`config.mk`:
```
export PLATFORM = sky130hd
export DESIGN_NAME = rfile
export DESIGN_NICKNAME = d
export VERILOG_FILES = /design/src/common/core_cfg_pkg.sv /design/src/source/rfile.sv
export SDC_FILE = /design/constraint.sdc
export NUM_CORES = 2
export LEC_CHECK = 0
export BUFFER_PORTS_ARGS = -buffer_cell sky130_fd_sc_hd__buf_4
export CORE_ASPECT_RATIO = 1.4
export CORE_MARGIN = 4
export CORE_UTILIZATION = 30
export DETAILED_ROUTE_END_ITERATION = 8
export SYNTH_ARGS = -nofsm -noshare
export SYNTH_HDL_FRONTEND = slang
export SYNTH_SLANG_ARGS = --single-unit
```
`constraint.sdc`:
```
create_clock -name clock -period 2.35 [get_ports clock]
set_input_delay 0.3525 -clock clock [delete_from_list [all_inputs] [get_ports clock]]
set_output_delay 0.3525 -clock clock [all_outputs]
set_load 0.005 [all_outputs]
```
`src/common/core_cfg_pkg.sv`:
```
package core_cfg_pkg;

  localparam int XLEN      = 32;
  localparam int REG_IDX_W = 5;
  localparam int BE_W      = XLEN / 8;

  typedef logic [XLEN-1:0]      word_t;
  typedef logic [XLEN-1:0]      addr_t;    // Byte address
  typedef logic [REG_IDX_W-1:0] reg_idx_t;
  typedef logic [BE_W-1:0]      be_t;

  localparam int DEF_TCM_WORDS = 1024;

  typedef enum logic [1:0] {
    FETCH_IDLE,
    FETCH_REQUEST,
    FETCH_HOLD
  } fetch_state_t;

  typedef enum logic [1:0] {
    LSU_IDLE,
    LSU_WAIT,
    LSU_DONE  // Halted after ECALL
  } lsu_state_t;

endpackage

```
`src/source/rfile.sv`:
```
`timescale 1ns/1ps

module rfile (
  input  logic                   clock,
  input  logic                   rst_n,
  input  core_cfg_pkg::reg_idx_t rd_addr1,
  input  core_cfg_pkg::reg_idx_t rd_addr2,
  input  core_cfg_pkg::reg_idx_t wr_addr1,
  input  logic                   wr_enable1,
  input  core_cfg_pkg::word_t    wr_data1,
  output core_cfg_pkg::word_t    rd_data1,
  output core_cfg_pkg::word_t    rd_data2
);

  core_cfg_pkg::word_t regs [32];

  // Asynchronous reads, x0 hardwired to zero
  assign rd_data1 = (rd_addr1 == '0) ? '0 : regs[rd_addr1];
  assign rd_data2 = (rd_addr2 == '0) ? '0 : regs[rd_addr2];

  always_ff @(posedge clock or negedge rst_n) begin
    if (!rst_n) begin
      for (int i = 0; i < 32; i++) begin
        regs[i] <= '0;
      end
    end else if (wr_enable1 && wr_addr1 != '0) begin
      regs[wr_addr1] <= wr_data1;
    end
  end

endmodule

```
* Word level (Yosys, flattened, before mapping)
Index checks and enable logic that the tools add are counted.
Operators by class: muxes and demuxes 11, bitwise operators 3, reduce and logical (&&, ||, !) cells 5, order comparisons 4
Operators by type and width (number):
- $bwmux 1024 | 1
- $bmux 32 s5 | 2
- $mux 32 | 7
- $demux 32 s5 | 1
- $ge 6x6->1 const B | 3
- $not 5->6 | 3
- $logic_not 5->1 | 2
- $lt 6x1->1 const B | 1
- $reduce_bool 5->1 | 1
- $logic_and 1x1->1 | 2
Word-level totals: output and inout bits 64, flip-flop bits (word level) 1024, bits of input ports 50, word-level logic and storage cells 55

* Logic depth before layout (Yosys ltp)
depth after elaboration 6, gate-level depth with buffers 7, depth with buffers taken out 4

* Worst setup path after synthesis
No wires, ideal clock.
kind input to output, start point in rd_addr2[1], end point out rd_data2[15], cell stages on the path 6, buffers on the path 2, required time 1997 ps, path slack 365 ps, arrival 1633 ps, path through buf_6 -> buf_6 -> mux4_1 -> mux2_2 -> o21ai_0 -> a311oi_1
Between the ends: word-level cells in the longest chain between the ends 5, elaborated cells on any way between the ends 6, classes of those cells mux: 4; bitwise: 1; reduce/logical: 1
Ends and longest elaborated chain:
- from (decl) | line rfile.sv:7 | input core_cfg_pkg::reg_idx_t rd_addr2,
- $not 5->6 (implied by the code) | line rfile.sv:19 | assign rd_data2 = (rd_addr2 == '0) ? '0 : regs[rd_addr2];
- $bmux 32 s5 | line rfile.sv:19
- $mux 32 (implied by the code) (2 in a row) | line rfile.sv:19
- $mux 32 * | line rfile.sv:19
- to (decl) | line rfile.sv:12 | output core_cfg_pkg::word_t rd_data2
Mark *: on every way between the ends. The rest lies on a longest branch, timed or not. The select of a mux whose other input is x is not followed.

* Worst setup path after layout
start point reg regs[526] (netlist bit), end point out rd_data2[14]
Between the ends: word-level cells in the longest chain between the ends 4
Ends and longest elaborated chain:
- from (decl) | line rfile.sv:15 | core_cfg_pkg::word_t regs [32];
- from (signal, indexed assignment) | line rfile.sv:27 | regs[wr_addr1] <= wr_data1;
- $bmux 32 s5 | line rfile.sv:19
- $mux 32 (implied by the code) (2 in a row) | line rfile.sv:19
- $mux 32 | line rfile.sv:19
No other way between the ends. The select of a mux whose other input is x is not followed.

==> results.yml <==
layout:
  reg_top3: "regs x1024"
  largest_reg_flops: 1024
  syn2layout_area_growth_pct: 22.5
  largest_register: "regs"
  drive_gt1_share_pct: 61.9
  nets: 3969
  finalInstanceArea_um2: 67300
worst_hold_path:
  hp-class: "input pin to flop"
  hold_start: "wr_data1[8]"
  whs_path_depth: 2
  min_to: "regs[72]"
setup_path:
  path_common_cell: "buf_4"
  reg2reg_depth: 2
  regToRegSetupSlack_ns: 1.41
  startpoint_type: "flop"
  path_class: "flop to output pin"
  worst_ep_required_time_ns: 2.00
  crit_fanout: 3
  crit_arrival_ns: 2.49
  r2r-start: "regs[631]"
  slowest_stage: "mux4_2"
  end_kind: "output pin"
  crit_chain: "mux4_2, mux2_4, o21ai_1, a311oi_1, buf_4, buf_4"
  slowest_delay_ns: 0.48
  reg2reg_to: "regs[631]"
clock_network:
  numCtsBuffers: 111
  clockRootBuffer: "clkbuf_16"
  clk_latency_ns: 0.72
  clk_pin_slew_ns: 0.06
  cts_tree: "built"
  htreeDepth: 3
  cts_buffer_depth: 3
  cts.sinks: 1024
pwr:
  powerDensity_nw_per_um2: 794
  ir_drop_v: 0.000577
  leakagePower_nw: 28.7
drt:
  drtIter0Drc: 3603
  post_drt_wl_per_cell_um: 30.2
  wl_mm: 195
  ant_nets: 0
  vias: 37000
  routed_via_density: 5.73
  drtPass1Iterations: 6
  drcViolationCount: 0
die:
  die_w_um: 370
  initial_core_util_pct: 30.2
  die_area_um2: 190000
  ios: 114
  chipHeight_um: 514
  rows: 185
  core_region_area_um2: 182000
sta:
  maxSlewHeadroom_pct: 47.5
  fin_crit_ns: 2.84
  finalHoldViolations: 0
  setup_viol: 64
  post-route-period-util_pct: 121
  slew_viol_final: 0
  setup_slack_ns: -0.494
  tns_ns: -24.06
  rsz0062_at_grt: "yes"
  fmax_mhz: 352
  tightest_slew_ns: 0.787
  finalClockSkew_ns: 0
yosys:
  synth_compound_area_share_pct: 4.82
  yosysMostFrequentCell: "dfrtp_1"
  synth_fa_ha_area_share_pct: 0
  synth_top_cell_by_area: "dfrtp_1"
  yosys-top-cells-area: "dfrtp_1 47%, mux2_2 20%, mux4_2 16%, mux4_1 2.6%, mux2i_1 2.3%"
  syn_inst: 3613
  yosysUniqueCellTypes: 37
  synthFlopType: "dfrtp_1"
  postSynthAreaPerCell_um2: 15.2
  synth_warnings: 0
  ys_seq_area_share_pct: 46.6
  syn_nets: 3663
  synth_top_family_by_area: "multiplexers"
  async_flop_share_pct: 100
  synth_top_area_share_pct: 46.6
  synth_mux_area_share_pct: 42.7
  synth_commonest_cells: "1024 x dfrtp_1, 981 x mux2_2, 393 x mux4_2, 193 x clkbuf_1, 128 x mux2i_1"
  netlist_area_um2: 55000
  synth_xor_area_share_pct: 0
  ys_ff_latch: 1024
  synth-edff-count: 0
  synth-simple-area-share_pct: 1.64
place:
  globalplace.congestion: 0.852
  io_buffers: 113
  place_area_um2: 62100
  post-dp-hpwl_mm: 125
global_routing:
  grt_use_total_pct: 20.1
  grt_antenna_before_repair: 19
  grt_pass1_vias: 38800
  grt_start_max_net_pins: 101
  grt_overflow_total: 0
  grt_pass1_wl_mm: 281
outcome:
  outcome: "finished with violations"
  failed_checks: "negative setup slack"
run:
  cap_violations: 0
## layout by cell type, fill, tap and decap left out, drive strengths merged
cell         synthesis  routed
clkbuf             193     166
dlygate4sd3          0       1
nand2               47      47
mux2              1056    1056
clkinv               0      32
or2                  4       4
a221oi              49      49
diode                0       8
a22oi               64      64
nor2                24      24
clkinvlp             0       1
nand3b               3       3
inv                  2       5
o21ai              113     113
mux4               448     448
a211oi              64      64
and2b                1       1
or4                  2       2
bufinv               0       5
and2                 2       2
o2111ai             15      15
nor3                 1       1
mux2i              128     128
buf                232     616
nand3                2       2
dfrtp             1024    1024
and3                 1       1
nor3b                4       4
nor2b               67      67
or3b                 1       1
a311oi              64      64
nand2b               2       2
## kinds of logic (layout without fill, tap and decap cells)
kind of cell / after synthesis / after routing
other: 0 / 8
AOI/OAI and AO/OA: 369 / 369
muxes: 1632 / 1632
buffers and inverters: 427 / 826
DFF: 1024 / 1024
and+or+nand+nor: 161 / 161
## through the flow
step           total power, mW  utilization [%]  hold slack [ns]  cells  worst slack (ns)
3_5_place_dp              34.9             34.1            0.337   6239            -0.706
3_3_place_gp              34.5             34.1            0.330   6239            -0.699
6_report                  53.5             37.0            0.120   6451            -0.494
5_1_grt                   55.6             37.0            0.106   6446            -0.537
2_1_floorplan             30.5                -           0.0569   3613             0.365
4_1_cts                   53.2             36.5           0.0694   6446            -0.538
## layer usage
metal	share of wire (%)	GRT usage [%]
met1	41	27.0
met2	47	32.2
met3	7.7	4.23
met4	3.8	7.26
met5	0.058	0
## final cells by class
class	instances	area [um^2]
multi-input combinational	2162	28600
timing repair buffer	618	6340
clock inverter	41	352
antenna	8	20.0
tap	2431	3040
inverter	2	12.5
sequential	1024	25600
fill	17300	115000
clock buffer	165	3320
## worst max-delay path, delay by kind of cell (launching register included)
| kind | cells | cell delay (ns) |
|---|---|---|
| multiplexers | 2 | 0.77 |
| buffers and inverters | 2 | 0.38 |
| AO/OA/AOI/OAI | 2 | 0.21 |
| flip-flops | 1 | 0.40 |
## what timing repair did
action | 4_1_cts | 5_1_grt
endpoints found under the hold margin | 213 | 0
setup endpoints to repair | 64 | 64
buffers inserted | 13 | 4
hold buffers | 1 | 0
gates resized for setup | 245 | 187
gates cloned | 0 | 1
pin swaps | 55 | 81
## power by group
| group | internal [mW] | switching [mW] | leakage (nW) | total, mW |
|---|---|---|---|---|
| registers | 21.0 | 2.58 | 13.1 | 23.6 |
| clock network | 10.3 | 7.53 | 1.84 | 17.8 |
| logic | 7.26 | 4.84 | 13.8 | 12.1 |
## how the worst max path moves through the flow
stage,start,to,slack [ns],cells after the start
3_3_place_gp,rd_addr2[1],rd_data2[11],-0.70,10
6_report,regs[526],rd_data2[14],-0.49,6
3_5_place_dp,rd_addr2[1],rd_data2[11],-0.71,10
4_1_cts,regs[727],rd_data2[23],-0.54,6
2_1_floorplan,rd_addr2[1],rd_data2[15],0.36,6
5_1_grt,regs[993],rd_data1[1],-0.54,6
Note: power is estimated with default switching activity, not from simulation.
