--- src/common/core_cfg_pkg.sv ---
package core_cfg_pkg;

  localparam int XLEN      = 32;
  localparam int REG_IDX_W = 5;
  localparam int BE_W      = XLEN / 8;

  typedef logic [XLEN-1:0]      word_t;
  typedef logic [XLEN-1:0]      addr_t;    // Byte address
  typedef logic [REG_IDX_W-1:0] reg_idx_t;
  typedef logic [BE_W-1:0]      be_t;

  localparam int DEF_TCM_WORDS = 1024;

  typedef enum logic [1:0] {
    FETCH_IDLE,
    FETCH_REQUEST,
    FETCH_HOLD
  } fetch_state_t;

  typedef enum logic [1:0] {
    LSU_IDLE,
    LSU_WAIT,
    LSU_DONE  // Halted after ECALL
  } lsu_state_t;

endpackage

--- src/common/rv_isa_pkg.sv ---
package rv_isa_pkg;

  typedef logic [31:0] inst_t;
  typedef logic [6:0]  opcode_t;
  typedef logic [2:0]  funct3_t;
  typedef logic [6:0]  funct7_t;

  // Major opcodes of the supported subset
  localparam opcode_t OP_REG    = 7'b0110011;
  localparam opcode_t OP_IMM    = 7'b0010011;
  localparam opcode_t OP_LUI    = 7'b0110111;
  localparam opcode_t OP_LOAD   = 7'b0000011;
  localparam opcode_t OP_STORE  = 7'b0100011;
  localparam opcode_t OP_BRANCH = 7'b1100011;
  localparam opcode_t OP_JAL    = 7'b1101111;
  localparam opcode_t OP_SYSTEM = 7'b1110011;

  // ALU function codes, shared by OP_REG and OP_IMM
  localparam funct3_t F3_ADD_SUB = 3'b000;
  localparam funct3_t F3_SLT     = 3'b010;
  localparam funct3_t F3_XOR     = 3'b100;
  localparam funct3_t F3_OR      = 3'b110;
  localparam funct3_t F3_AND     = 3'b111;

  localparam funct3_t F3_LW  = 3'b010; // Word access only
  localparam funct3_t F3_SW  = 3'b010;
  localparam funct3_t F3_BEQ = 3'b000;
  localparam funct3_t F3_BNE = 3'b001;

  localparam funct7_t F7_BASE = 7'b0000000;
  localparam funct7_t F7_SUB  = 7'b0100000;

  typedef enum logic [2:0] {
    ALU_ADD,
    ALU_SUB,
    ALU_AND,
    ALU_OR,
    ALU_XOR,
    ALU_SLT,
    ALU_PASS_B // LUI immediate straight through
  } alu_op_t;

endpackage

--- src/fetch/fetch_unit.sv ---
`timescale 1ns/1ps

module fetch_unit (
  input  logic                clock,
  input  logic                rst_n,
  input  core_cfg_pkg::word_t icache_data,
  input  logic                icache_waitrequest,
  input  logic                inst_accept,
  input  logic                next_pc_valid,
  input  core_cfg_pkg::addr_t next_pc,
  output core_cfg_pkg::addr_t icache_addr,
  output logic                icache_rd,
  output logic                inst_valid,
  output rv_isa_pkg::inst_t   inst,
  output core_cfg_pkg::addr_t pc
);

  core_cfg_pkg::fetch_state_t state;
  logic                       boot_q; // First fetch from pc 0 after reset

  // Read starts in the same cycle next_pc arrives to save a cycle
  assign icache_rd   = (state == core_cfg_pkg::FETCH_REQUEST) ||
                       (state == core_cfg_pkg::FETCH_IDLE && next_pc_valid);
  assign icache_addr = (state == core_cfg_pkg::FETCH_IDLE) ? next_pc : pc;
  assign inst_valid  = (state == core_cfg_pkg::FETCH_HOLD);

  always_ff @(posedge clock or negedge rst_n) begin
    if (!rst_n) begin
      state  <= core_cfg_pkg::FETCH_IDLE;
      pc     <= '0;
      boot_q <= 1'b1;
    end else begin
      boot_q <= 1'b0;
      case (state)
        core_cfg_pkg::FETCH_IDLE: begin
          if (next_pc_valid) begin
            pc    <= next_pc;
            state <= core_cfg_pkg::FETCH_REQUEST;
          end else if (boot_q) begin
            state <= core_cfg_pkg::FETCH_REQUEST;
          end
        end
        core_cfg_pkg::FETCH_REQUEST: begin
          if (!icache_waitrequest) state <= core_cfg_pkg::FETCH_HOLD;
        end
        core_cfg_pkg::FETCH_HOLD: begin
          if (inst_accept) state <= core_cfg_pkg::FETCH_IDLE;
        end
        default: state <= core_cfg_pkg::FETCH_IDLE;
      endcase
    end
  end

  // Instruction holding register
  always_ff @(posedge clock) begin
    if (state == core_cfg_pkg::FETCH_REQUEST && !icache_waitrequest) begin
      inst <= icache_data;
    end
  end

endmodule

--- config.mk ---
export PLATFORM = sky130hd
export DESIGN_NAME = fetch_unit
export DESIGN_NICKNAME = d
export VERILOG_FILES = /design/src/common/core_cfg_pkg.sv /design/src/common/rv_isa_pkg.sv /design/src/fetch/fetch_unit.sv
export SDC_FILE = /design/constraint.sdc
export NUM_CORES = 1
export LEC_CHECK = 0
export CORE_ASPECT_RATIO = 2
export CORE_UTILIZATION = 62
export DETAILED_ROUTE_END_ITERATION = 6
export DONT_BUFFER_PORTS = 1
export GPL_TIMING_DRIVEN = 0
export PLACE_DENSITY_LB_ADDON = 0.25
export SYNTH_ARGS = -nofsm -noshare
export SYNTH_HDL_FRONTEND = slang
export SYNTH_SLANG_ARGS = --single-unit
--- constraint.sdc ---
create_clock -name clock -period 5.64 [get_ports clock]
set_input_delay 0.564 -clock clock [delete_from_list [all_inputs] [get_ports clock]]
set_output_delay 0.564 -clock clock [all_outputs]
set_load 0.02 [all_outputs]
## After elaboration in Yosys (flattened, before gate mapping)

Cells that the tools add are included.

| word-level totals | value |
|---|---|
| flip-flop bits (word level) | 67 |
| latch bits | 0 |
| memory bits (writable) | 0 |
| bits in read-only memories | 0 |
| output and inout port bits | 98 |
| word-level logic and storage cells | 22 |
| memories | 0 |

| cells by class | value |
|---|---|
| $add $sub $neg | 0 |
| multiply operators | 0 |
| divide/modulo/power cells | 0 |
| $lt $le $gt $ge | 0 |
| equal/unequal tests | 5 |
| shift operators | 0 |
| mux-type cells | 6 |
| bitwise gates (word level) | 0 |
| reductions and logical operators | 7 |

Operator list:

| kind | count |
|---|---|
| 32-bit 2-to-1 mux | 1 |
| 2-bit 2-to-1 mux | 4 |
| 2-bit one-hot mux with 3 select lines | 1 |
| 2-bit != test (second input constant) | 2 |
| 3-bit != test (second input constant) | 1 |
| 3-bit AND reduction | 1 |
| 2-bit by 1-bit equality test with 1-bit output (second input constant) | 1 |
| 2-bit equality test (second input constant) | 1 |
| 1-bit logical AND | 2 |
| 2-bit logical NOT | 1 |
| 2-bit AND reduction | 1 |
| 1-bit logical NOT | 1 |
| 1-bit logical OR | 1 |

## Longest topological paths before layout

| depth | value |
|---|---|
| depth after elaboration | 3 |
| gate-level depth with buffers | 3 |

## Least setup slack after synthesis

No wires, ideal clock.

| path | value |
|---|---|
| kind | input to register |
| from | in icache_waitrequest |
| to | reg inst[0] (enable) |
| arrival time | 2.995 ns |
| data required time | 5.170 ns |
| setup slack | 2.174 ns |
| stages on the path | 1 |
| buffers on the path | 0 |
| cell sequence | nor3b_1 |

| between the ends | value |
|---|---|
| word-level cells in the longest chain between the ends | 2 |

Ends and longest elaborated chain:

| item | RTL line | text |
|---|---|---|
| start: declaration | fetch_unit.sv:7 | `input logic icache_waitrequest,` |
| 1-bit logical NOT | fetch_unit.sv:56 | `if (state == core_cfg_pkg::FETCH_REQUEST && !icache_waitrequest) begin` |
| 1-bit logical AND | fetch_unit.sv:56 |  |
| end signal: assignment | fetch_unit.sv:57 | `inst <= icache_data;` |
| end: declaration | fetch_unit.sv:14 | `output rv_isa_pkg::inst_t inst,` |

Every way passes these cells.
A chain may end at the register's enable or synchronous reset.

## Worst setup path after layout

| path | value |
|---|---|
| from | reg state[0] |
| to | out icache_addr[3] |

| between the ends | value |
|---|---|
| word-level cells in the longest chain between the ends | 2 |

Ends and longest elaborated chain:

| item | RTL line | text |
|---|---|---|
| start: declaration | fetch_unit.sv:18 | `core_cfg_pkg::fetch_state_t state;` |
| start signal: assignment | fetch_unit.sv:29 | `state <= core_cfg_pkg::FETCH_IDLE;` |
| start signal: assignment | fetch_unit.sv:38 | `state <= core_cfg_pkg::FETCH_REQUEST;` |
| start signal: assignment | fetch_unit.sv:40 | `state <= core_cfg_pkg::FETCH_REQUEST;` |
| 2-bit logical NOT | fetch_unit.sv:24 | `assign icache_addr = (state == core_cfg_pkg::FETCH_IDLE) ? next_pc : pc;` |
| 32-bit 2-to-1 mux | fetch_unit.sv:24 |  |
| end: declaration | fetch_unit.sv:11 | `output core_cfg_pkg::addr_t icache_addr,` |

Every way passes these cells.

==> metrics.md <==
| Metric | Value |
|---|---|
| Status | completed |
| Row count | 33 |
| Setup crit end kind | primary output |
| Total leakage power | approximately 1.2 nW |
| Initial antenna violation count | 0 |
| First-pass GRT wire length | roughly 8400 microns |
| Final hold vios | 0 |
| PD cells | about 740 nW/um^2 |
| Layout Cells excl Fill | 220 |
| Post-synthesis register bit count | 67 |
| Reg area | about 1800 sq um |
| Clock slew at reported path FFs | 0.07 ns |
| RSZ-0062 raised after global routing | no |
| Vias in the first global route | between 1000 and 1500 |
| Final Slew Violations | 0 |
| Reg-to-reg slack, setup | ~4 ns |
| 1st-pass router iterations | 4 |
| Share of the yosys chip area belonging to registers | roughly two thirds |
| Most frequent cells in the layout | mux2_2, dfrtp_1, edfxtp_1, clkbuf_8, buf_6 |
| Dpl cells | between 200 and 250 |
| Post-Synthesis Cells | roughly 150 |
| Initial drt markers | 42 |
| Crit-path slowest cell | dfrtp_1 |
| Via count | about 1400 |
| Fmax | 436 MHz |
| Core area | ~4100 sq um |
| WS Path Type | reg2out |
| Congestion Overflow GR | 0 |
| Drt wl/cell | 25.8 microns |
| Clk buf depth | 2 |
| Final Setup Violations | 0 |
| Final wirelength | 5670 microns |
| Die X | slightly below 50 microns |
| Area grow syn2layout | 13.1% |
| DRT antenna net count | 0 |
| YS warnings | 0 |
| CP startpoint | state[0] |
| Max FO, Critical Path | 10 |
| Die area | between 4000 and 5000 sq um |
| Final clock skew | ~0.0061 ns |
| Die height | between 90 and 100 microns |
| GR Util All Layers | 25.9% |
| GPL Wtd Cong | 0.719 |
| DR vias/cell | roughly 6.3 |
| H-Tree Depth | 3 |
| Reg-to-Reg Start | state[0] |
| VDD IR max | 0.000565 V |
| NumNets Final | 232 |
| Root buffer cell | clkbuf_8 |
| Footprint of the multi-input gates | 800 sq um |
| Fillers | approximately 270 |
| # port buffers | 0 |
| Post-CTS Resized | 0 |
| HP Class | in2async |
| Largest net degree at the start of global routing | 35 |
| Placed cell areas | 2790 sq um |
| Final Cycle Share | 40.7% |
| TritonCTS Sinks | 67 |
| Clock Latency Late Sink | roughly 0.33 ns |
| HPWL after detailed placement | between 4000 and 5000 microns |
| Diode count | 0 |
| Period minus WS final | approximately 2.3 ns |
| WP data required | approximately 5 ns |
| WP data arrival | between 1.5 and 2 ns |
| Distinct cells, synth | 16 |
| CP Launch Type | flip-flop |
| CTS tree | done |
| Total CTS buffers | 9 |
| Final setup TNS | 0 ns |
| Mapped Area | 2690 sq um |
| Leading cell type in the layout, fill and taps excluded | mux2_2 |
| Hold WS | 0.0476 ns |
| Critical-path cell list | nor2_2 -> buf_4 -> mux2_1 |
| Post-layout util | between 70% and 80% |
| Syn Area/Cell | between 15 and 20 sq um |
| Initial Util | roughly two thirds |
| Final instance area | a little over 3000 sq um |
| Drc violations | 0 |
| Max-cap violations | 0 |
| Mapped Nets | 218 |
| Layout cells sized above 1 | a little over half |
| Ports | between 150 and 200 |
| Slowest stage delay, CP | around 0.47 ns |
## worst max-delay path: cells and delay by family, from the launching register on
| kind | cells | cell delay (ns) |
|---|---|---|
| DFF | 1 | 0.47 |
| muxes | 1 | 0.43 |
| and+or+nand+nor | 1 | 0.26 |
| buffers and inverters | 1 | 0.24 |
## final cells by class
class | instances | share of cell area, %
Clock buffer | 9 | 4.07
Buffer | 6 | 1.85
Clock inverter | 7 | 3.82
Timing Repair Buffer | 3 | 1.40
Inverter | 1 | 0.123
Tap cell | 52 | 2.14
Sequential cell | 67 | 60.4
Multi-Input combinational cell | 75 | 26.3
## what timing repair did
action	CTS	global route
hold buffers	1	0
buffers inserted	0	0
endpoints found under the hold margin	34	0
## sequential cells by signal (all words and copies together) (netlist names)
signal,count
inst,32
state,2
boot_q,1
pc,32
## power by group
part	internal, W	leakage, nW	switching [W]
Clock	0.000293	0.119	0.000178
Combinational	0.000320	0.338	0.000424
Sequential	0.000700	0.707	0.000344
## cells in the mapped netlist (all sizes together)
master / n / area, sq um
nor3b: 2 / 26.3
dfstp: 1 / 26.3
edfxtp: 32 / 961
dfrtp: 34 / 851
buf: 6 / 56.3
nor3: 2 / 10.0
conb: 1 / 3.75
a21o: 1 / 7.51
nor2: 3 / 13.8
inv: 1 / 3.75
mux2: 64 / 721
nor2b: 2 / 12.5
## through the flow
stage / setup slack, ns / total power, W
3_5_place_dp: 3.69 / 0.00180
2_1_floorplan: 2.17 / 0.00166
6_report: 3.35 / 0.00226
5_1_grt: 3.23 / 0.00235
3_3_place_gp: 1.72 / 0.00176
4_1_cts: 3.31 / 0.00228
## final timing paths
path / endpoint / cells after the start
max reg2reg: inst[22] / 3
min: pc[25] / 1
min reg2reg: state[0] / 2
max in group asynchronous: pc[14] / 1
min in group clock: inst[11] / 0
max: icache_addr[3] / 3
## metal layers
layer | part of all wire, % | global-route usage, % | up-vias
met1 | 31 | 25.5 | 680
met2 | 58 | 46.6 | 124
met3 | 9.7 | 11.3 | 4
met4 | 0.92 | 10.3 | 0
li1 | - | - | 579
met5 | 0 | 0 | -
## cells by family after synthesis
logic type,Yosys count,share of synthesized area (%)
mux,64,26.8
compound gates,1,0.279
flops,67,68.3
simple gates,9,2.32
other cells,1,0.139
buf+inv,7,2.23
Note: power is estimated with default switching activity, not from simulation.
