**config.mk**
```make
export PLATFORM = sky130hd
export DESIGN_NAME = load_store_unit
export DESIGN_NICKNAME = d
export VERILOG_FILES = /design/src/common/core_cfg_pkg.sv /design/src/load_store/load_store_unit.sv
export SDC_FILE = /design/constraint.sdc
export NUM_CORES = 1
export LEC_CHECK = 0
export ABC_CLOCK_PERIOD_IN_PS = 2600
export BUFFER_PORTS_ARGS = -buffer_cell sky130_fd_sc_hd__buf_2
export CORE_AREA = 4 4 136 138
export CTS_BUF_LIST = sky130_fd_sc_hd__clkbuf_2 sky130_fd_sc_hd__clkbuf_4 sky130_fd_sc_hd__clkbuf_8
export CTS_CLUSTER_DIAMETER = 100
export CTS_CLUSTER_SIZE = 14
export DETAILED_ROUTE_END_ITERATION = 10
export DIE_AREA = 0 0 140 142
export HOLD_SLACK_MARGIN = 0.08
export PLACE_DENSITY = 0.7
export SYNTH_ARGS = -nofsm -noshare
export SYNTH_HDL_FRONTEND = slang
export SYNTH_SLANG_ARGS = --single-unit
```
**constraint.sdc**
```tcl
create_clock -name clock -period 2.6 [get_ports clock]
set_input_delay 0.13 -clock clock [delete_from_list [all_inputs] [get_ports clock]]
set_output_delay 0.13 -clock clock [all_outputs]
set_load 0.02 [all_outputs]
```
**src/common/core_cfg_pkg.sv**
```systemverilog
package core_cfg_pkg;

  localparam int XLEN      = 32;
  localparam int REG_IDX_W = 5;
  localparam int BE_W      = XLEN / 8;

  typedef logic [XLEN-1:0]      word_t;
  typedef logic [XLEN-1:0]      addr_t;    // Byte address
  typedef logic [REG_IDX_W-1:0] reg_idx_t;
  typedef logic [BE_W-1:0]      be_t;

  localparam int DEF_TCM_WORDS = 1024;

  typedef enum logic [1:0] {
    FETCH_IDLE,
    FETCH_REQUEST,
    FETCH_HOLD
  } fetch_state_t;

  typedef enum logic [1:0] {
    LSU_IDLE,
    LSU_WAIT,
    LSU_DONE  // Halted after ECALL
  } lsu_state_t;

endpackage

```
**src/load_store/load_store_unit.sv**
```systemverilog
`timescale 1ns/1ps

module load_store_unit (
  input  logic                   clock,
  input  logic                   rst_n,
  input  logic                   exec_valid,
  input  core_cfg_pkg::word_t    result,
  input  core_cfg_pkg::addr_t    mem_addr,
  input  core_cfg_pkg::word_t    store_data,
  input  logic                   is_load,
  input  logic                   is_store,
  input  core_cfg_pkg::reg_idx_t dest,
  input  logic                   dest_valid,
  input  core_cfg_pkg::addr_t    next_pc,
  input  logic                   is_halt,
  input  core_cfg_pkg::word_t    dcache_data,
  input  logic                   dcache_waitrequest,
  output core_cfg_pkg::addr_t    dcache_addr,
  output logic                   dcache_rd,
  output logic                   dcache_wr,
  output core_cfg_pkg::be_t      dcache_wr_be,
  output core_cfg_pkg::word_t    dcache_wr_data,
  output logic                   wr_enable1,
  output core_cfg_pkg::reg_idx_t wr_addr1,
  output core_cfg_pkg::word_t    wr_data1,
  output logic                   retire_valid,
  output core_cfg_pkg::reg_idx_t retire_rd,
  output core_cfg_pkg::word_t    retire_data,
  output logic                   next_pc_valid,
  output core_cfg_pkg::addr_t    next_pc_out,
  output logic                   halted
);

  core_cfg_pkg::lsu_state_t state;
  core_cfg_pkg::addr_t      addr_q, next_pc_q;
  core_cfg_pkg::reg_idx_t   dest_q;
  logic                     dest_valid_q;

  logic                     in_idle, in_wait, fire, do_write;
  core_cfg_pkg::reg_idx_t   sel_dest;
  core_cfg_pkg::word_t      sel_value;

  assign in_idle = (state == core_cfg_pkg::LSU_IDLE);
  assign in_wait = (state == core_cfg_pkg::LSU_WAIT);

  // Load holds its request from the latched copy during the wait state
  assign dcache_rd      = (in_idle && exec_valid && is_load) || in_wait;
  assign dcache_wr      = in_idle && exec_valid && is_store;
  assign dcache_addr    = in_wait ? addr_q : mem_addr;
  assign dcache_wr_be   = '1;  // Word stores only
  assign dcache_wr_data = store_data;

  // Retire source is either the load return or the execute result
  assign fire      = in_wait ? !dcache_waitrequest : (in_idle && exec_valid && !is_load);
  assign sel_dest  = in_wait ? dest_q : dest;
  assign sel_value = in_wait ? dcache_data : result;
  assign do_write  = fire && (in_wait ? dest_valid_q : dest_valid) && (sel_dest != '0);

  assign retire_rd   = wr_addr1;
  assign retire_data = wr_data1;
  assign halted      = (state == core_cfg_pkg::LSU_DONE);

  always_ff @(posedge clock or negedge rst_n) begin
    if (!rst_n) begin
      state         <= core_cfg_pkg::LSU_IDLE;
      wr_enable1    <= 1'b0;
      retire_valid  <= 1'b0;
      next_pc_valid <= 1'b0;
    end else begin
      wr_enable1    <= do_write;
      retire_valid  <= fire;
      next_pc_valid <= fire && !(in_idle && is_halt); // No next fetch after ECALL
      if (in_idle && exec_valid) begin
        if (is_load)      state <= core_cfg_pkg::LSU_WAIT;
        else if (is_halt) state <= core_cfg_pkg::LSU_DONE;
      end else if (in_wait && !dcache_waitrequest) begin
        state <= core_cfg_pkg::LSU_IDLE;
      end
    end
  end

  always_ff @(posedge clock) begin
    if (in_idle && exec_valid && is_load) begin
      addr_q       <= mem_addr;
      dest_q       <= dest;
      dest_valid_q <= dest_valid;
      next_pc_q    <= next_pc;
    end
    if (fire) begin
      wr_addr1    <= do_write ? sel_dest : '0;
      wr_data1    <= do_write ? sel_value : '0;
      next_pc_out <= in_wait ? next_pc_q : next_pc;
    end
  end

endmodule

```
; Yosys cells after proc, flatten, opt, wreduce, memory -nomap -nowiden
; Index checks and enable logic that the tools add are counted.
[classes]
reduce_logical = 17
n_eq_ne = 3
muxes = 10
[op_table]
columns = operator, count
row1 = $mux 32, 3
row2 = $logic_and 1x1->1, 9
row3 = $mux 2, 4
row4 = $mux 5, 1
row5 = $reduce_bool 5->1, 1
row6 = $logic_not 1->1, 3
row7 = $ne 3x3->1 const B, 1
row8 = $eq 2x1->1 const B, 1
row9 = $eq 2x2->1 const B, 1
row10 = $logic_not 2->1, 1
row11 = $mux 1, 2
row12 = $reduce_and 2->1, 1
row13 = $reduce_bool 2->1, 1
row14 = $logic_or 1x1->1, 1
[totals]
inputBits = 173
regBits = 144

; Depth between registers and ports, before layout
[depth]
depth_word = 6
mapped_depth = 7

; Worst setup path after synthesis
; No wires, ideal clock.
[synth_path]
path_type = flip-flop to flip-flop
startpoint = register state[0]
endpoint = register addr_q[0], enable pin
period_less_slack_ns = 2.545
stages_incl_launch_ff = 5
path_buffers = 1
required_ns = 2.176
slack_ns = 0.055
arrival_ns = 2.121
setup_ns = 0.424
cell_sequence = dfrtp_1 buf_4 nor2_1 nand3_1 inv_1
[synth_via]
elab_chain_len = 3
[synth_lines]
columns = item, line_no
row1 = start: declaration, load_store_unit.sv:34  ; core_cfg_pkg::lsu_state_t state;
row2 = start signal: assignment, load_store_unit.sv:65  ; state <= core_cfg_pkg::LSU_IDLE;
row3 = start signal: assignment, load_store_unit.sv:74  ; if (is_load) state <= core_cfg_pkg::LSU_WAIT;
row4 = start signal: assignment, load_store_unit.sv:75  ; else if (is_halt) state <= core_cfg_pkg::LSU_DONE;
row5 = $logic_not 2->1, load_store_unit.sv:43  ; assign in_idle = (state == core_cfg_pkg::LSU_IDLE);
row6 = $logic_and 1x1->1 (2 in a row), load_store_unit.sv:83  ; if (in_idle && exec_valid && is_load) begin
row7 = end signal: assignment, load_store_unit.sv:84  ; addr_q <= mem_addr;
row8 = end: declaration, load_store_unit.sv:35  ; core_cfg_pkg::addr_t addr_q, next_pc_q;
; No other way between the ends.
; A chain may end at the register's enable or synchronous reset.

; Final worst setup path
[layout_path]
startpoint = register state[1]
endpoint = register wr_data1[13], in the netlist retire_data[13], data pin
[layout_via]
elab_chain_len = 6
word_cells_on_any_way = 11
[layout_lines]
columns = item, line_no
row1 = "parallel branches: the longest is 6 deep, another holds $mux 5", n/a
row2 = end signal: assignment, load_store_unit.sv:91  ; wr_data1 <= do_write ? sel_value : '0;
row3 = end: declaration, load_store_unit.sv:25  ; output core_cfg_pkg::word_t wr_data1,
; Parallel ways; which one is timed is not known.

==> impl_metrics.json <==
{
  "clkSinkCount": 144,
  "status": "completed",
  "grtUsageTotal": 0.1910,
  "busiest_layer": "met2",
  "ys.flop_type": "edfxtp_1",
  "seqCellArea_sq_um": 4300,
  "worstPathBufferInverterCount": 2,
  "antenna_found_initial": 0,
  "slew_headroom": 0.6287,
  "met2_usage": 0.3497,
  "dp_cells": 995,
  "muxShareOfSynthArea": 0.001673,
  "drt_wl_total_mm": 19.59,
  "cts_root_buf": "clkbuf_8",
  "period_minus_slack_ns": 2.535,
  "cts_buffers": 17,
  "setup_viol": 0,
  "fin_skew_ns": 0.01238,
  "final_cells": 1162,
  "cp_top_family": "buffers and inverters",
  "initial_utilization": 0.3919,
  "grt_max_degree": 54,
  "synth_warnings": 0,
  "fin_nets": 1097,
  "die_area_sq_um": 19880,
  "gp_congestion": 0.8692,
  "grt-ovfl-total": 0,
  "clkLatencyLatePin_ns": 0.44,
  "comb_power_share": 0.114,
  "postPlaceCellArea_sq_um": 7866,
  "met3_usage": 0.05880,
  "synth_compound_area_frac": 0.07323,
  "area_growth_pct": 42.71,
  "stdcell_area_sq_um": 9607,
  "fin_crit_sh": 0.9750,
  "die_x_um": 140,
  "synth_top_area_share": 0.6201,
  "synth_top_family_by_area": "simple AND/OR/NAND/NOR gates",
  "fill_cells": 1412,
  "slowest_delay_ns": 0.60,
  "pwr-share-seq": 0.543,
  "vias": 5374,
  "power_mw": 4.758,
  "drive_gt1_frac": 0.3799,
  "grt_pass1_vias": 5541,
  "post-dp-hpwl_mm": 13.03,
  "slew_viol_final": 0,
  "crit_required_ns": 2.79,
  "cellLeakagePower_nw": 4.165,
  "clkTransAtPathRegs_ns": 0.09,
  "rsz0062_at_grt": "true",
  "vdd_drop_max_mv": 0.3054,
  "synth_edf_count": 139,
  "multi_input_area_sq_um": 1728,
  "syn_inst": 577,
  "core_area_sq_um": 17180,
  "worstSetupStartpointType": "register",
  "yosys.area_share.simple": 0.1730,
  "diodes": 0,
  "synth_area_leaders": "edfxtp_1 (62%), nand2_1 (15%), buf_4 (8.9%), a2111oi_4 (2.5%), a2111oi_0 (2.0%)",
  "power_density_nw_per_um2": 495.3,
  "ant_nets": 0,
  "tritoncts": "yes",
  "wl_per_cell_um": 16.86,
  "yosys.area.top_type": "edfxtp_1",
  "drv_cap": 0,
  "grt_use_met1": 0.2096,
  "switching_share": 0.2574,
  "fp-row-count": 48,
  "worstHoldPathType": "in -> reg",
  "p_int_mw": 3.533,
  "syn_area_sq_um": 6731,
  "via_per_inst": 4.625,
  "avgSynthCellArea_sq_um": 11.67,
  "synthXorXnorAreaFrac": 0,
  "final_util": 0.5593,
  "setup-tns-final_ns": 0,
  "max_slew.worst_pin.slew_ns": 0.5570,
  "hold_violations": 0,
  "io_pins": 353,
  "htreeDepth": 4,
  "yosysSeqAreaShare": 0.6387,
  "max_freq_mhz": 394.5,
  "arrival_ns": 2.73,
  "holdWs_ns": 0.1269,
  "ys_seq_elements": 144,
  "async_flop_share": 0.03472,
  "drc_errors": 0,
  "crit_fanout": 37,
  "switchingPower_mw": 1.225,
  "grt_pass1_wl_mm": 29.66,
  "cts_buffer_depth": 2,
  "drt_pass1_iterations": 5,
  "die_h_um": 142,
  "setup_ws_ns": 0.06487,
  "port_buffers": 284,
  "p_clk_frac": 0.343,
  "worstPathCellList": "or2b_4 -> nor4_4 -> buf_12 -> a2111oi_0 -> dlygate4sd3_1",
  "dp_slack_ns": 0.5351,
  "crit_slowest_cell": "dlygate4sd3_1",
  "synth-adder-area-share": 0,
  "synth.distinct_cells": 32,
  "worstSetupPathType": "reg -> reg",
  "drtIter0Drc": 308,
  "critPathCaptureType": "register"
}
-- synthesized netlist by cell type, types with 2 or more instances --
cell type and count:
edfxtp_1 139, nand2_1 268, buf_6 5, or2_2 2, a2111oi_0 15, buf_2 15
nor4_4 2, a21oi_1 5, a2111oi_1 3, a2111oi_2 8, buf_4 80, a2111oi_4 6
or3_1 2, buf_1 5, dfrtp_1 5
-- logic make-up (layout without fill, tap and decap cells) --
family / count (synthesis) / after routing
AO/OA/AOI/OAI: 40 / 40
buffers and inverters: 107 / 463
flip-flops: 144 / 144
multiplexers: 1 / 1
other: 1 / 4
AND/OR/NAND/NOR: 284 / 285
-- power groups by stage --
stage          clock (mW)  sequential, mW  combinational [mW]
2_1_floorplan           0            2.63               0.289
3_3_place_gp            0            2.63               0.395
3_5_place_dp            0            2.63               0.400
4_1_cts              1.70            2.58               0.538
5_1_grt              1.80            2.59               0.594
6_report             1.63            2.58               0.544
-- what timing repair did --
| item | in CTS | in global routing |
|---|---|---|
| setup buffers | 0 | 0 |
| hold buffers | 134 | 0 |
| hold endpoints to repair | 146 | 0 |
| gates resized for setup | 0 | 13 |
| setup endpoints to repair | 0 | 15 |
-- state kept, by name, indices dropped and copies added (netlist names) --
signal         cells
addr_q            32
dest_q             5
dest_valid_q       1
next_pc_out       32
next_pc_q         32
next_pc_valid      1
retire_data       32
retire_rd          5
retire_valid       1
state              2
wr_enable1         1
-- metal layers --
| metal | vias up | share of wire |
|---|---|---|
| met3 | 26 | 0.079 |
| met5 | - | 0 |
| met1 | 2464 | 0.37 |
| li1 | 2600 | - |
| met2 | 284 | 0.52 |
| met4 | 0 | 0.026 |
-- cell type report --
class                           instances  share of cell area
Clock inverter                         15             0.01328
Multi-Input combinational cell        330              0.1799
Inverter                                1           0.0003907
Tap cell                              225             0.02930
Sequential cell                       144              0.4476
Clock buffer                           17             0.02436
Timing Repair Buffer                  430              0.3052
-- final timing paths --
check	start	to	slack (ns)	cells after the start
max in group asynchronous	rst_n	state[0]$_DFFE_PN0P_	1.69	3
worst min-delay path	dcache_data[25]	retire_data[25]$_SDFFCE_PN0P_	0.13	3
worst min register to register	next_pc_q[10]$_DFFE_PP_	next_pc_out[10]$_DFFE_PP_	0.51	2
worst max register to register	state[1]$_DFFE_PN0P_	retire_data[13]$_SDFFCE_PN0P_	0.06	5
min in group asynchronous	rst_n	next_pc_valid$_DFF_PN0_	0.68	3
worst max-delay path	state[1]$_DFFE_PN0P_	retire_data[13]$_SDFFCE_PN0P_	0.06	5
-- placed cells by master (no fill, tap or decap), types with 3 or more instances in the layout --
cell type,count
buf_2,284
a2111oi_2,10
inv_8,3
clkbuf_8,17
a21oi_1,5
inv_6,4
clkinv_4,4
nand2_1,268
buf_4,5
a2111oi_0,7
a2111oi_4,6
dfrtp_1,4
conb_1,4
buf_12,6
dlygate4sd3_1,134
a2111oi_1,9
edfxtp_1,139
-- worst min-delay path, cell delays in order --
cell and delay, ns:
buf_2 0.10, nand2_1 0.09, a2111oi_4 0.07
No activity file was read; power rests on OpenSTA's default activity.
